**config.mk**
```make
export PLATFORM = sky130hd
export DESIGN_NAME = player_ship
export DESIGN_NICKNAME = d
export VERILOG_FILES = /design/src/common/ship_pkg.sv /design/src/draw/missile_draw.sv /design/src/draw/ship_draw.sv /design/src/logic/hit_detect.sv /design/src/logic/missile_ctl.sv /design/src/logic/player_ship.sv /design/src/logic/ship_position_ctl.sv
export SDC_FILE = /design/constraint.sdc
export NUM_CORES = 1
export LEC_CHECK = 0
export ABC_AREA = 0
export BUFFER_PORTS_ARGS = -buffer_cell sky130_fd_sc_hd__buf_2
export CORE_MARGIN = 3
export CORE_UTILIZATION = 45
export CTS_BUF_LIST = sky130_fd_sc_hd__clkbuf_4
export CTS_CLUSTER_DIAMETER = 150
export CTS_CLUSTER_SIZE = 12
export DETAILED_ROUTE_END_ITERATION = 12
export PLACE_DENSITY_LB_ADDON = 0.08
export SKIP_LAST_GASP = 1
export SYNTH_ARGS = -nofsm -noshare
export SYNTH_HDL_FRONTEND = slang
export SYNTH_SLANG_ARGS = --single-unit
```
**constraint.sdc**
```tcl
create_clock -name pclk -period 10.7 [get_ports pclk]
set_input_delay 2.14 -clock pclk [delete_from_list [all_inputs] [get_ports pclk]]
set_output_delay 2.14 -clock pclk [all_outputs]
set_load 0.05 [all_outputs]
```
**src/common/ship_pkg.sv**
```systemverilog
`default_nettype none

package ship_pkg;

  // visible area
  localparam int SCREEN_W = 800;
  localparam int SCREEN_H = 600;

  // ship box, fixed to one row band near the bottom
  localparam int SHIP_Y = 560;
  localparam int SHIP_W = 32;
  localparam int SHIP_H = 16;

  // player missile box
  localparam int MISSILE_W = 2;
  localparam int MISSILE_H = 8;

  // 4-bit r, g, b
  localparam logic [11:0] SHIP_RGB    = 12'h0f0;
  localparam logic [11:0] DEAD_RGB    = 12'hf00;
  localparam logic [11:0] MISSILE_RGB = 12'hff0;

  typedef logic [10:0] coord_t;

  // pixel stream between overlay stages
  typedef struct packed {
    coord_t      hcount;
    coord_t      vcount;
    logic        hsync;
    logic        vsync;
    logic        hblnk;
    logic        vblnk;
    logic [11:0] rgb;
  } vga_timing_t;

  typedef struct packed {
    coord_t x;
    coord_t y;
  } point_t;

  typedef struct packed {
    coord_t x;
    coord_t y;
    logic   on;
  } missile_t;

  typedef enum logic {
    MISSILE_IDLE,
    MISSILE_FLYING
  } missile_state_e;

  typedef enum logic {
    SHIP_ALIVE,
    SHIP_DEAD
  } ship_state_e;

endpackage

`default_nettype wire

```
**src/draw/missile_draw.sv**
```systemverilog
`default_nettype none

module missile_draw (
  input  wire                        pclk,
  input  wire                        rst_n_i,
  input  wire ship_pkg::missile_t    missile_i,
  input  wire ship_pkg::vga_timing_t timing_i,
  output ship_pkg::vga_timing_t      timing_o
);

  import ship_pkg::*;

  logic        in_box;
  logic        paint;
  vga_timing_t timing_d;

  // missile box anchored at its top left corner
  assign in_box = (int'(timing_i.hcount) >= int'(missile_i.x)) &&
                  (int'(timing_i.hcount) <= int'(missile_i.x) + MISSILE_W - 1) &&
                  (int'(timing_i.vcount) >= int'(missile_i.y)) &&
                  (int'(timing_i.vcount) <= int'(missile_i.y) + MISSILE_H - 1);

  // nothing drawn while idle or blanking
  assign paint = missile_i.on && in_box && !timing_i.hblnk && !timing_i.vblnk;

  always_comb begin
    timing_d = timing_i;
    if (paint) begin
      timing_d.rgb = MISSILE_RGB;
    end
  end

  always_ff @(posedge pclk or negedge rst_n_i) begin
    if (!rst_n_i) begin
      timing_o <= '0;
    end else begin
      timing_o <= timing_d;
    end
  end

endmodule

`default_nettype wire

```
**src/draw/ship_draw.sv**
```systemverilog
`default_nettype none

module ship_draw (
  input  wire                        pclk,
  input  wire                        rst_n_i,
  input  wire                        ship_dead_i,
  input  wire ship_pkg::coord_t      ship_x_i,
  input  wire ship_pkg::vga_timing_t timing_i,
  output ship_pkg::vga_timing_t      timing_o
);

  import ship_pkg::*;

  localparam int BOX_TOP    = SHIP_Y;
  localparam int BOX_BOTTOM = SHIP_Y + SHIP_H - 1;

  logic        in_x;
  logic        in_y;
  logic        blank;
  logic        paint;
  logic [11:0] ship_rgb;
  vga_timing_t timing_d;

  // horizontal extent follows the moving ship
  assign in_x = (int'(timing_i.hcount) >= int'(ship_x_i)) &&
                (int'(timing_i.hcount) <= int'(ship_x_i) + SHIP_W - 1);

  // vertical extent is fixed
  assign in_y = (int'(timing_i.vcount) >= BOX_TOP) &&
                (int'(timing_i.vcount) <= BOX_BOTTOM);

  assign blank = timing_i.hblnk || timing_i.vblnk;
  assign paint = in_x && in_y && !blank;

  // colour tells alive from destroyed
  assign ship_rgb = ship_dead_i ? DEAD_RGB : SHIP_RGB;

  always_comb begin
    timing_d = timing_i;
    if (paint) begin
      timing_d.rgb = ship_rgb;
    end
  end

  // one clock of delay for the whole stream
  always_ff @(posedge pclk or negedge rst_n_i) begin
    if (!rst_n_i) begin
      timing_o <= '0;
    end else begin
      timing_o <= timing_d;
    end
  end

endmodule

`default_nettype wire

```
**src/logic/hit_detect.sv**
```systemverilog
`default_nettype none

module hit_detect #(
  parameter int N_ENEMY_MISSILES = 5
) (
  input  wire                                           pclk,
  input  wire                                           rst_n_i,
  input  wire ship_pkg::coord_t                         ship_x_i,
  input  wire ship_pkg::point_t [N_ENEMY_MISSILES-1:0]  enemy_missiles_i,
  output logic                                          ship_dead_o
);

  import ship_pkg::*;

  // ship box bounds, inclusive
  localparam int BOX_TOP    = SHIP_Y;
  localparam int BOX_BOTTOM = SHIP_Y + SHIP_H - 1;

  logic [N_ENEMY_MISSILES-1:0] hit_vec;
  logic                        hit_any;
  int                          box_left;
  int                          box_right;
  ship_state_e                 state_q;

  assign box_left  = int'(ship_x_i);
  assign box_right = int'(ship_x_i) + SHIP_W - 1;

  // every enemy point checked in parallel
  always_comb begin
    for (int i = 0; i < N_ENEMY_MISSILES; i++) begin
      hit_vec[i] = (int'(enemy_missiles_i[i].x) >= box_left) &&
                   (int'(enemy_missiles_i[i].x) <= box_right) &&
                   (int'(enemy_missiles_i[i].y) >= BOX_TOP) &&
                   (int'(enemy_missiles_i[i].y) <= BOX_BOTTOM);
    end
  end

  assign hit_any = |hit_vec;

  // sticky until reset
  always_ff @(posedge pclk or negedge rst_n_i) begin
    if (!rst_n_i) begin
      state_q <= SHIP_ALIVE;
    end else begin
      case (state_q)
        SHIP_ALIVE: begin
          if (hit_any) begin
            state_q <= SHIP_DEAD;
          end
        end
        SHIP_DEAD: begin
          state_q <= SHIP_DEAD;
        end
        default: begin
          state_q <= SHIP_ALIVE;
        end
      endcase
    end
  end

  assign ship_dead_o = (state_q == SHIP_DEAD);

endmodule

`default_nettype wire

```
**src/logic/missile_ctl.sv**
```systemverilog
`default_nettype none

module missile_ctl #(
  parameter int MISSILE_STEP = 8
) (
  input  wire                     pclk,
  input  wire                     rst_n_i,
  input  wire                     frame_tick_i,
  input  wire                     fire_i,
  input  wire                     ship_dead_i,
  input  wire ship_pkg::coord_t   ship_x_i,
  output ship_pkg::missile_t      missile_o
);

  import ship_pkg::*;

  // launch point sits just above the ship, centred on it
  localparam int LAUNCH_Y = SHIP_Y - MISSILE_H;

  missile_state_e state_q;
  coord_t         x_q;
  coord_t         y_q;

  always_ff @(posedge pclk or negedge rst_n_i) begin
    if (!rst_n_i) begin
      state_q <= MISSILE_IDLE;
      x_q     <= '0;
      y_q     <= '0;
    end else if (ship_dead_i) begin
      // destroyed ship takes its missile with it
      state_q <= MISSILE_IDLE;
      x_q     <= '0;
      y_q     <= '0;
    end else if (frame_tick_i) begin
      case (state_q)
        MISSILE_IDLE: begin
          if (fire_i) begin
            state_q <= MISSILE_FLYING;
            x_q     <= coord_t'(int'(ship_x_i) + SHIP_W / 2);
            y_q     <= coord_t'(LAUNCH_Y);
          end
        end
        MISSILE_FLYING: begin
          // retire before y would wrap past the top edge
          if (int'(y_q) < MISSILE_STEP) begin
            state_q <= MISSILE_IDLE;
          end else begin
            y_q <= coord_t'(int'(y_q) - MISSILE_STEP);
          end
        end
        default: begin
          state_q <= MISSILE_IDLE;
        end
      endcase
    end
  end

  // on flag is simply the flying state
  assign missile_o.x  = x_q;
  assign missile_o.y  = y_q;
  assign missile_o.on = (state_q == MISSILE_FLYING);

endmodule

`default_nettype wire

```
**src/logic/player_ship.sv**
```systemverilog
`default_nettype none

module player_ship #(
  parameter int SHIP_STEP        = 4,
  parameter int MISSILE_STEP     = 8,
  parameter int N_ENEMY_MISSILES = 5
) (
  input  wire                                           pclk,
  input  wire                                           rst_n_i,
  input  wire                                           left_i,
  input  wire                                           right_i,
  input  wire                                           fire_i,
  input  wire ship_pkg::vga_timing_t                    timing_i,
  input  wire ship_pkg::point_t [N_ENEMY_MISSILES-1:0]  enemy_missiles_i,
  output ship_pkg::vga_timing_t                         timing_o,
  output ship_pkg::missile_t                            missile_o,
  output ship_pkg::coord_t                              ship_x_o,
  output logic                                          ship_down_o
);

  import ship_pkg::*;

  logic        vblnk_q;
  logic        frame_tick;
  coord_t      ship_x;
  logic        ship_dead;
  missile_t    missile;
  vga_timing_t ship_stage;

  // rising edge of vertical blanking marks a new frame
  always_ff @(posedge pclk or negedge rst_n_i) begin
    if (!rst_n_i) begin
      vblnk_q <= 1'b0;
    end else begin
      vblnk_q <= timing_i.vblnk;
    end
  end

  assign frame_tick = timing_i.vblnk && !vblnk_q;

  ship_position_ctl #(
    .SHIP_STEP (SHIP_STEP)
  ) u_ship_position_ctl (
    .pclk         (pclk),
    .rst_n_i      (rst_n_i),
    .frame_tick_i (frame_tick),
    .left_i       (left_i),
    .right_i      (right_i),
    .ship_dead_i  (ship_dead),
    .ship_x_o     (ship_x)
  );

  missile_ctl #(
    .MISSILE_STEP (MISSILE_STEP)
  ) u_missile_ctl (
    .pclk         (pclk),
    .rst_n_i      (rst_n_i),
    .frame_tick_i (frame_tick),
    .fire_i       (fire_i),
    .ship_dead_i  (ship_dead),
    .ship_x_i     (ship_x),
    .missile_o    (missile)
  );

  hit_detect #(
    .N_ENEMY_MISSILES (N_ENEMY_MISSILES)
  ) u_hit_detect (
    .pclk             (pclk),
    .rst_n_i          (rst_n_i),
    .ship_x_i         (ship_x),
    .enemy_missiles_i (enemy_missiles_i),
    .ship_dead_o      (ship_dead)
  );

  // ship first, so the missile lands on top of it
  ship_draw u_ship_draw (
    .pclk        (pclk),
    .rst_n_i     (rst_n_i),
    .ship_dead_i (ship_dead),
    .ship_x_i    (ship_x),
    .timing_i    (timing_i),
    .timing_o    (ship_stage)
  );

  missile_draw u_missile_draw (
    .pclk      (pclk),
    .rst_n_i   (rst_n_i),
    .missile_i (missile),
    .timing_i  (ship_stage),
    .timing_o  (timing_o)
  );

  assign missile_o   = missile;
  assign ship_x_o    = ship_x;
  assign ship_down_o = ship_dead;

endmodule

`default_nettype wire

```
**src/logic/ship_position_ctl.sv**
```systemverilog
`default_nettype none

module ship_position_ctl #(
  parameter int SHIP_STEP = 4
) (
  input  wire              pclk,
  input  wire              rst_n_i,
  input  wire              frame_tick_i,
  input  wire              left_i,
  input  wire              right_i,
  input  wire              ship_dead_i,
  output ship_pkg::coord_t ship_x_o
);

  import ship_pkg::*;

  // rightmost legal x, and the centred start position
  localparam int     X_MAX   = SCREEN_W - SHIP_W;
  localparam coord_t X_RESET = coord_t'(X_MAX / 2);

  coord_t ship_x_q;
  coord_t ship_x_d;
  int     x_left;
  int     x_right;

  // signed intermediates so the left clamp can see negative values
  always_comb begin
    x_left   = int'(ship_x_q) - SHIP_STEP;
    x_right  = int'(ship_x_q) + SHIP_STEP;
    ship_x_d = ship_x_q;
    if (left_i && !right_i) begin
      ship_x_d = (x_left < 0) ? '0 : coord_t'(x_left);
    end else if (right_i && !left_i) begin
      ship_x_d = (x_right > X_MAX) ? coord_t'(X_MAX) : coord_t'(x_right);
    end
  end

  // one step per frame, frozen once destroyed
  always_ff @(posedge pclk or negedge rst_n_i) begin
    if (!rst_n_i) begin
      ship_x_q <= X_RESET;
    end else if (frame_tick_i && !ship_dead_i) begin
      ship_x_q <= ship_x_d;
    end
  end

  assign ship_x_o = ship_x_q;

endmodule

`default_nettype wire

```
==> flow_results.xml <==
<?xml version="1.0" encoding="UTF-8"?>
<metrics>
  <group name="run_status">
    <metric name="result_of_the_run" unit="">complete, no violations</metric>
  </group>
  <group name="setup_path">
    <metric name="critical_path.endpoint_type" unit="">register</metric>
    <metric name="worstSetupPathType" unit="">reg -&gt; reg</metric>
    <metric name="crit_fanout" unit="">12</metric>
    <metric name="worst_ep_arrival_time" unit="ps">5400</metric>
    <metric name="worstSetupStartpointType" unit="">register</metric>
    <metric name="cp_startpoint" unit="">u_ship_position_ctl.ship_x_o[3]$_DFFE_PN0P_</metric>
    <metric name="rr_worst_depth" unit="">14</metric>
    <metric name="worstReg2RegStart" unit="">u_ship_position_ctl.ship_x_o[3]$_DFFE_PN0P_</metric>
    <metric name="crit_required" unit="ps">11060</metric>
  </group>
  <group name="final_layout">
    <metric name="instances_no_fill" unit="">1277</metric>
    <metric name="layout-drive-gt1-share" unit="%">23.1</metric>
    <metric name="post-route-cell-area" unit="sq um">9620</metric>
    <metric name="fin_util" unit="%">54.5</metric>
    <metric name="fill_cells" unit="">1708</metric>
    <metric name="sequential_cell_area" unit="sq um">2630</metric>
    <metric name="multi_input_logic_area" unit="sq um">5310</metric>
    <metric name="layout.nets" unit="">1363</metric>
    <metric name="syn_to_final_growth" unit="%">16.3</metric>
  </group>
  <group name="sta">
    <metric name="finalMaxSlewViolations" unit="">0</metric>
    <metric name="max_clock_freq" unit="MHz">199</metric>
    <metric name="slew_headroom" unit="%">36.1</metric>
    <metric name="min_period_over_period" unit="%">47.1</metric>
    <metric name="grt_setup_unrepaired" unit="">no</metric>
    <metric name="totalNegativeSetupSlack" unit="ps">0</metric>
    <metric name="fin_worst_skew" unit="ps">34.1</metric>
    <metric name="worst_pin_slew" unit="ps">951</metric>
    <metric name="timing_hold_violations_final" unit="">0</metric>
    <metric name="final_setup_vio_count" unit="">0</metric>
    <metric name="whs" unit="ps">372</metric>
    <metric name="post-route-min-period" unit="ps">5040</metric>
  </group>
  <group name="logic_synthesis">
    <metric name="synth.avg_cell_area" unit="sq um">9.66</metric>
    <metric name="ys_types" unit="">66</metric>
    <metric name="ys_top_cells_by_count" unit="">164 x sky130_fd_sc_hd__ha_1, 103 x sky130_fd_sc_hd__dfrtp_1, 53 x sky130_fd_sc_hd__a21oi_1</metric>
    <metric name="top_cells_by_area_in_the_synthesized_netlist" unit="">sky130_fd_sc_hd__dfrtp_1 31%, sky130_fd_sc_hd__ha_1 25%, sky130_fd_sc_hd__xnor2_1 4.1%</metric>
    <metric name="postSynth.topFlopCell" unit="">sky130_fd_sc_hd__dfrtp_1</metric>
    <metric name="cell_with_the_most_instances_after_synthesis" unit="">sky130_fd_sc_hd__ha_1</metric>
    <metric name="synth_largest_area_cell" unit="">sky130_fd_sc_hd__dfrtp_1</metric>
    <metric name="syn_area" unit="sq um">8270</metric>
    <metric name="yosysWarningCount" unit="">0</metric>
    <metric name="synth_top_area_share" unit="%">31.2</metric>
    <metric name="number_of_cells_produced_by_synthesis" unit="">856</metric>
    <metric name="asyncSetResetFlopFracSynth" unit="%">100</metric>
    <metric name="number_of_enable_flip_flop_cells_after_synthesis" unit="">0</metric>
    <metric name="seq_total_area_yosys" unit="%">31.8</metric>
    <metric name="synth.ff_latch_count" unit="">105</metric>
  </group>
  <group name="floorplan">
    <metric name="core_area" unit="sq um">17700</metric>
    <metric name="die-height" unit="microns">142</metric>
    <metric name="placement_rows" unit="">48</metric>
    <metric name="io_pins" unit="">226</metric>
    <metric name="die_ar" unit="sq um">20000</metric>
    <metric name="die_w" unit="microns">142</metric>
    <metric name="start_util" unit="%">46.8</metric>
  </group>
  <group name="global_routing">
    <metric name="initial_antenna_violation_count" unit="">1</metric>
    <metric name="largest_net_degree_at_the_start_of_global_routing" unit="">61</metric>
    <metric name="grt_first_pass_wirelength" unit="microns">36800</metric>
    <metric name="globalRouteTotalUtil" unit="%">23.1</metric>
    <metric name="grt-ovfl-total" unit="">0</metric>
    <metric name="grt_pass1_vias" unit="">7014</metric>
  </group>
  <group name="clock_tree">
    <metric name="cts_setup_buffers" unit="">0</metric>
    <metric name="cts_buffers" unit="">9</metric>
    <metric name="ctsHoldBuffers" unit="">0</metric>
    <metric name="cts-htree-levels" unit="">3</metric>
    <metric name="cts_tree" unit="">yes</metric>
    <metric name="clk_latency" unit="ps">490</metric>
    <metric name="worst_setup_hold_path_clk_slew" unit="ps">190</metric>
    <metric name="cts_resized" unit="">0</metric>
    <metric name="clk_root_buffer_cell" unit="">sky130_fd_sc_hd__clkbuf_4</metric>
    <metric name="cts-root-to-sink-buffers" unit="">2</metric>
    <metric name="tritoncts_num_sinks" unit="">105</metric>
  </group>
  <group name="min_path">
    <metric name="worst_hold_path_type" unit="">reg -&gt; reg</metric>
    <metric name="min_from" unit="">u_ship_draw.timing_o[14]$_DFF_PN0_</metric>
    <metric name="min_delay_path_depth" unit="">0</metric>
  </group>
  <group name="power">
    <metric name="power_per_cell_area" unit="nW/um^2">218</metric>
    <metric name="power.leakage" unit="nW">4.54</metric>
    <metric name="ir_drop" unit="uV">95.7</metric>
  </group>
  <group name="route">
    <metric name="route.vias.total" unit="">7238</metric>
    <metric name="met2WireLength" unit="microns">10800</metric>
    <metric name="count_of_antenna_violating_nets_left_after_detailed_routing" unit="">0</metric>
    <metric name="highest_layer" unit="">met4</metric>
    <metric name="m1WireLength" unit="microns">10300</metric>
    <metric name="routed_wl" unit="microns">23200</metric>
    <metric name="detail_route.vias_per_cell" unit="">5.67</metric>
    <metric name="post_drt_wl_per_cell" unit="microns">18.1</metric>
    <metric name="drcViolationCount" unit="">0</metric>
    <metric name="drtPass1Iterations" unit="">5</metric>
    <metric name="met3_length" unit="microns">1290</metric>
    <metric name="detailedRoute.firstIterationViolations" unit="">478</metric>
  </group>
  <group name="flow_run">
    <metric name="cap_viol_max_count" unit="">0</metric>
  </group>
  <group name="placed_design">
    <metric name="io_buffers" unit="">200</metric>
    <metric name="place_congestion" unit="">0.879</metric>
    <metric name="placedInstanceArea" unit="sq um">9460</metric>
    <metric name="placed_wire_length_estimate" unit="microns">17900</metric>
    <metric name="placed_cells_incl_taps" unit="">1260</metric>
  </group>
</metrics>
## cell usage in the layout (no fill, tap or decap), types with 5 or more instances in the layout
cell / n
sky130_fd_sc_hd__mux2i_1: 7
sky130_fd_sc_hd__a2111oi_0: 5
sky130_fd_sc_hd__o21ai_0: 40
sky130_fd_sc_hd__conb_1: 5
sky130_fd_sc_hd__o21a_1: 11
sky130_fd_sc_hd__nand3b_1: 6
sky130_fd_sc_hd__inv_1: 43
sky130_fd_sc_hd__a21o_1: 13
sky130_fd_sc_hd__o2111ai_1: 9
sky130_fd_sc_hd__a41oi_1: 6
sky130_fd_sc_hd__clkbuf_4: 9
sky130_fd_sc_hd__xor2_1: 5
sky130_fd_sc_hd__nand2b_1: 13
sky130_fd_sc_hd__buf_2: 199
sky130_fd_sc_hd__o22ai_1: 16
sky130_fd_sc_hd__nor2b_1: 10
sky130_fd_sc_hd__buf_4: 11
sky130_fd_sc_hd__o221ai_1: 5
sky130_fd_sc_hd__nand4_1: 23
sky130_fd_sc_hd__nor2_1: 45
sky130_fd_sc_hd__xnor2_1: 39
sky130_fd_sc_hd__nand2_1: 46
sky130_fd_sc_hd__a21oi_1: 53
sky130_fd_sc_hd__dfrtp_1: 103
sky130_fd_sc_hd__ha_1: 164
sky130_fd_sc_hd__nand3_1: 29
sky130_fd_sc_hd__a31oi_1: 7
sky130_fd_sc_hd__and3_1: 7
sky130_fd_sc_hd__and2_1: 5
sky130_fd_sc_hd__nor3_1: 26
sky130_fd_sc_hd__a211oi_1: 16
## routing by layer
| layer | up-vias | track usage, % |
|---|---|---|
| met2 | 255 | 38.2 |
| met4 | 0 | 7.63 |
| li1 | 3556 | - |
| met5 | - | 0 |
| met3 | 44 | 3.51 |
| met1 | 3383 | 31.0 |
## kinds of logic (layout without fill, tap and decap cells)
group / count (synthesis) / in the layout / share of synthesized area, %
AO/OA/AOI/OAI: 208 / 208 / 16.7
adder cells (fa/ha/maj): 164 / 164 / 24.8
AND/OR/NAND/NOR: 243 / 243 / 16.3
flip-flops: 105 / 105 / 31.8
other: 1 / 6 / 0.0453
XOR/XNOR: 44 / 44 / 4.66
multiplexers: 11 / 11 / 1.39
buffers and inverters: 80 / 271 / 4.22
## metrics by stage
stage / worst slack [ps] / total power (W)
floorplan: 6590 / 0.00149
global placement: 5730 / 0.00187
detailed placement: 5690 / 0.00189
CTS: 5610 / 0.00211
global route: 5380 / 0.00230
finish: 5660 / 0.00210
## worst max-delay path, cell delays in order, from the launching register on
cell and delay, ps:
sky130_fd_sc_hd__dfrtp_1 530, sky130_fd_sc_hd__inv_1 500, sky130_fd_sc_hd__ha_1 510, sky130_fd_sc_hd__nand3b_1 160
sky130_fd_sc_hd__nor2_1 280, sky130_fd_sc_hd__nand2_1 80, sky130_fd_sc_hd__o21a_1 120, sky130_fd_sc_hd__xnor2_1 620
sky130_fd_sc_hd__ha_1 370, sky130_fd_sc_hd__nor2b_1 130, sky130_fd_sc_hd__o21ai_0 160, sky130_fd_sc_hd__o21ai_0 110
sky130_fd_sc_hd__o311a_1 140, sky130_fd_sc_hd__nor4_4 790, sky130_fd_sc_hd__mux2_2 410
## where the power goes
| group | internal, W | switching (W) | leakage (nW) |
|---|---|---|---|
| Combinational | 0.000485 | 0.000837 | 3.20 |
| Clock | 0.0000561 | 0.000151 | 0.0794 |
| Sequential | 0.000449 | 0.000122 | 1.27 |
## sequential cells by signal (all words and copies together) (netlist names)
name,count
u_missile_ctl.y_q,8
u_ship_position_ctl.ship_x_o,9
u_missile_draw.timing_o,38
u_ship_draw.timing_o,38
u_hit_detect.ship_dead_o,1
u_missile_ctl.state_q,1
u_missile_ctl.x_q,10
## path summary, 6_finish.rpt
check	endpoint	slack, ps
worst max-delay path	u_ship_draw.timing_o[11]$_DFF_PN0_	5660
worst min-delay path	u_missile_draw.timing_o[14]$_DFF_PN0_	370
worst max register to register	u_ship_draw.timing_o[11]$_DFF_PN0_	5660
worst min register to register	u_missile_draw.timing_o[14]$_DFF_PN0_	370
max in group asynchronous	u_missile_draw.timing_o[2]$_DFF_PN0_	7880
min in group asynchronous	u_missile_draw.timing_o[29]$_DFF_PN0_	1620
## final cells by class
cell class / instances / area share [%]
inverters: 45 / 1.76
multi-input cells: 675 / 55.2
repair buffers: 210 / 11.2
clock inverters: 7 / 0.872
clock buffers: 9 / 0.702
diodes: 1 / 0.0260
well taps: 225 / 2.93
flip-flops and latches: 105 / 27.3
(Power assumes the default switching activity.)
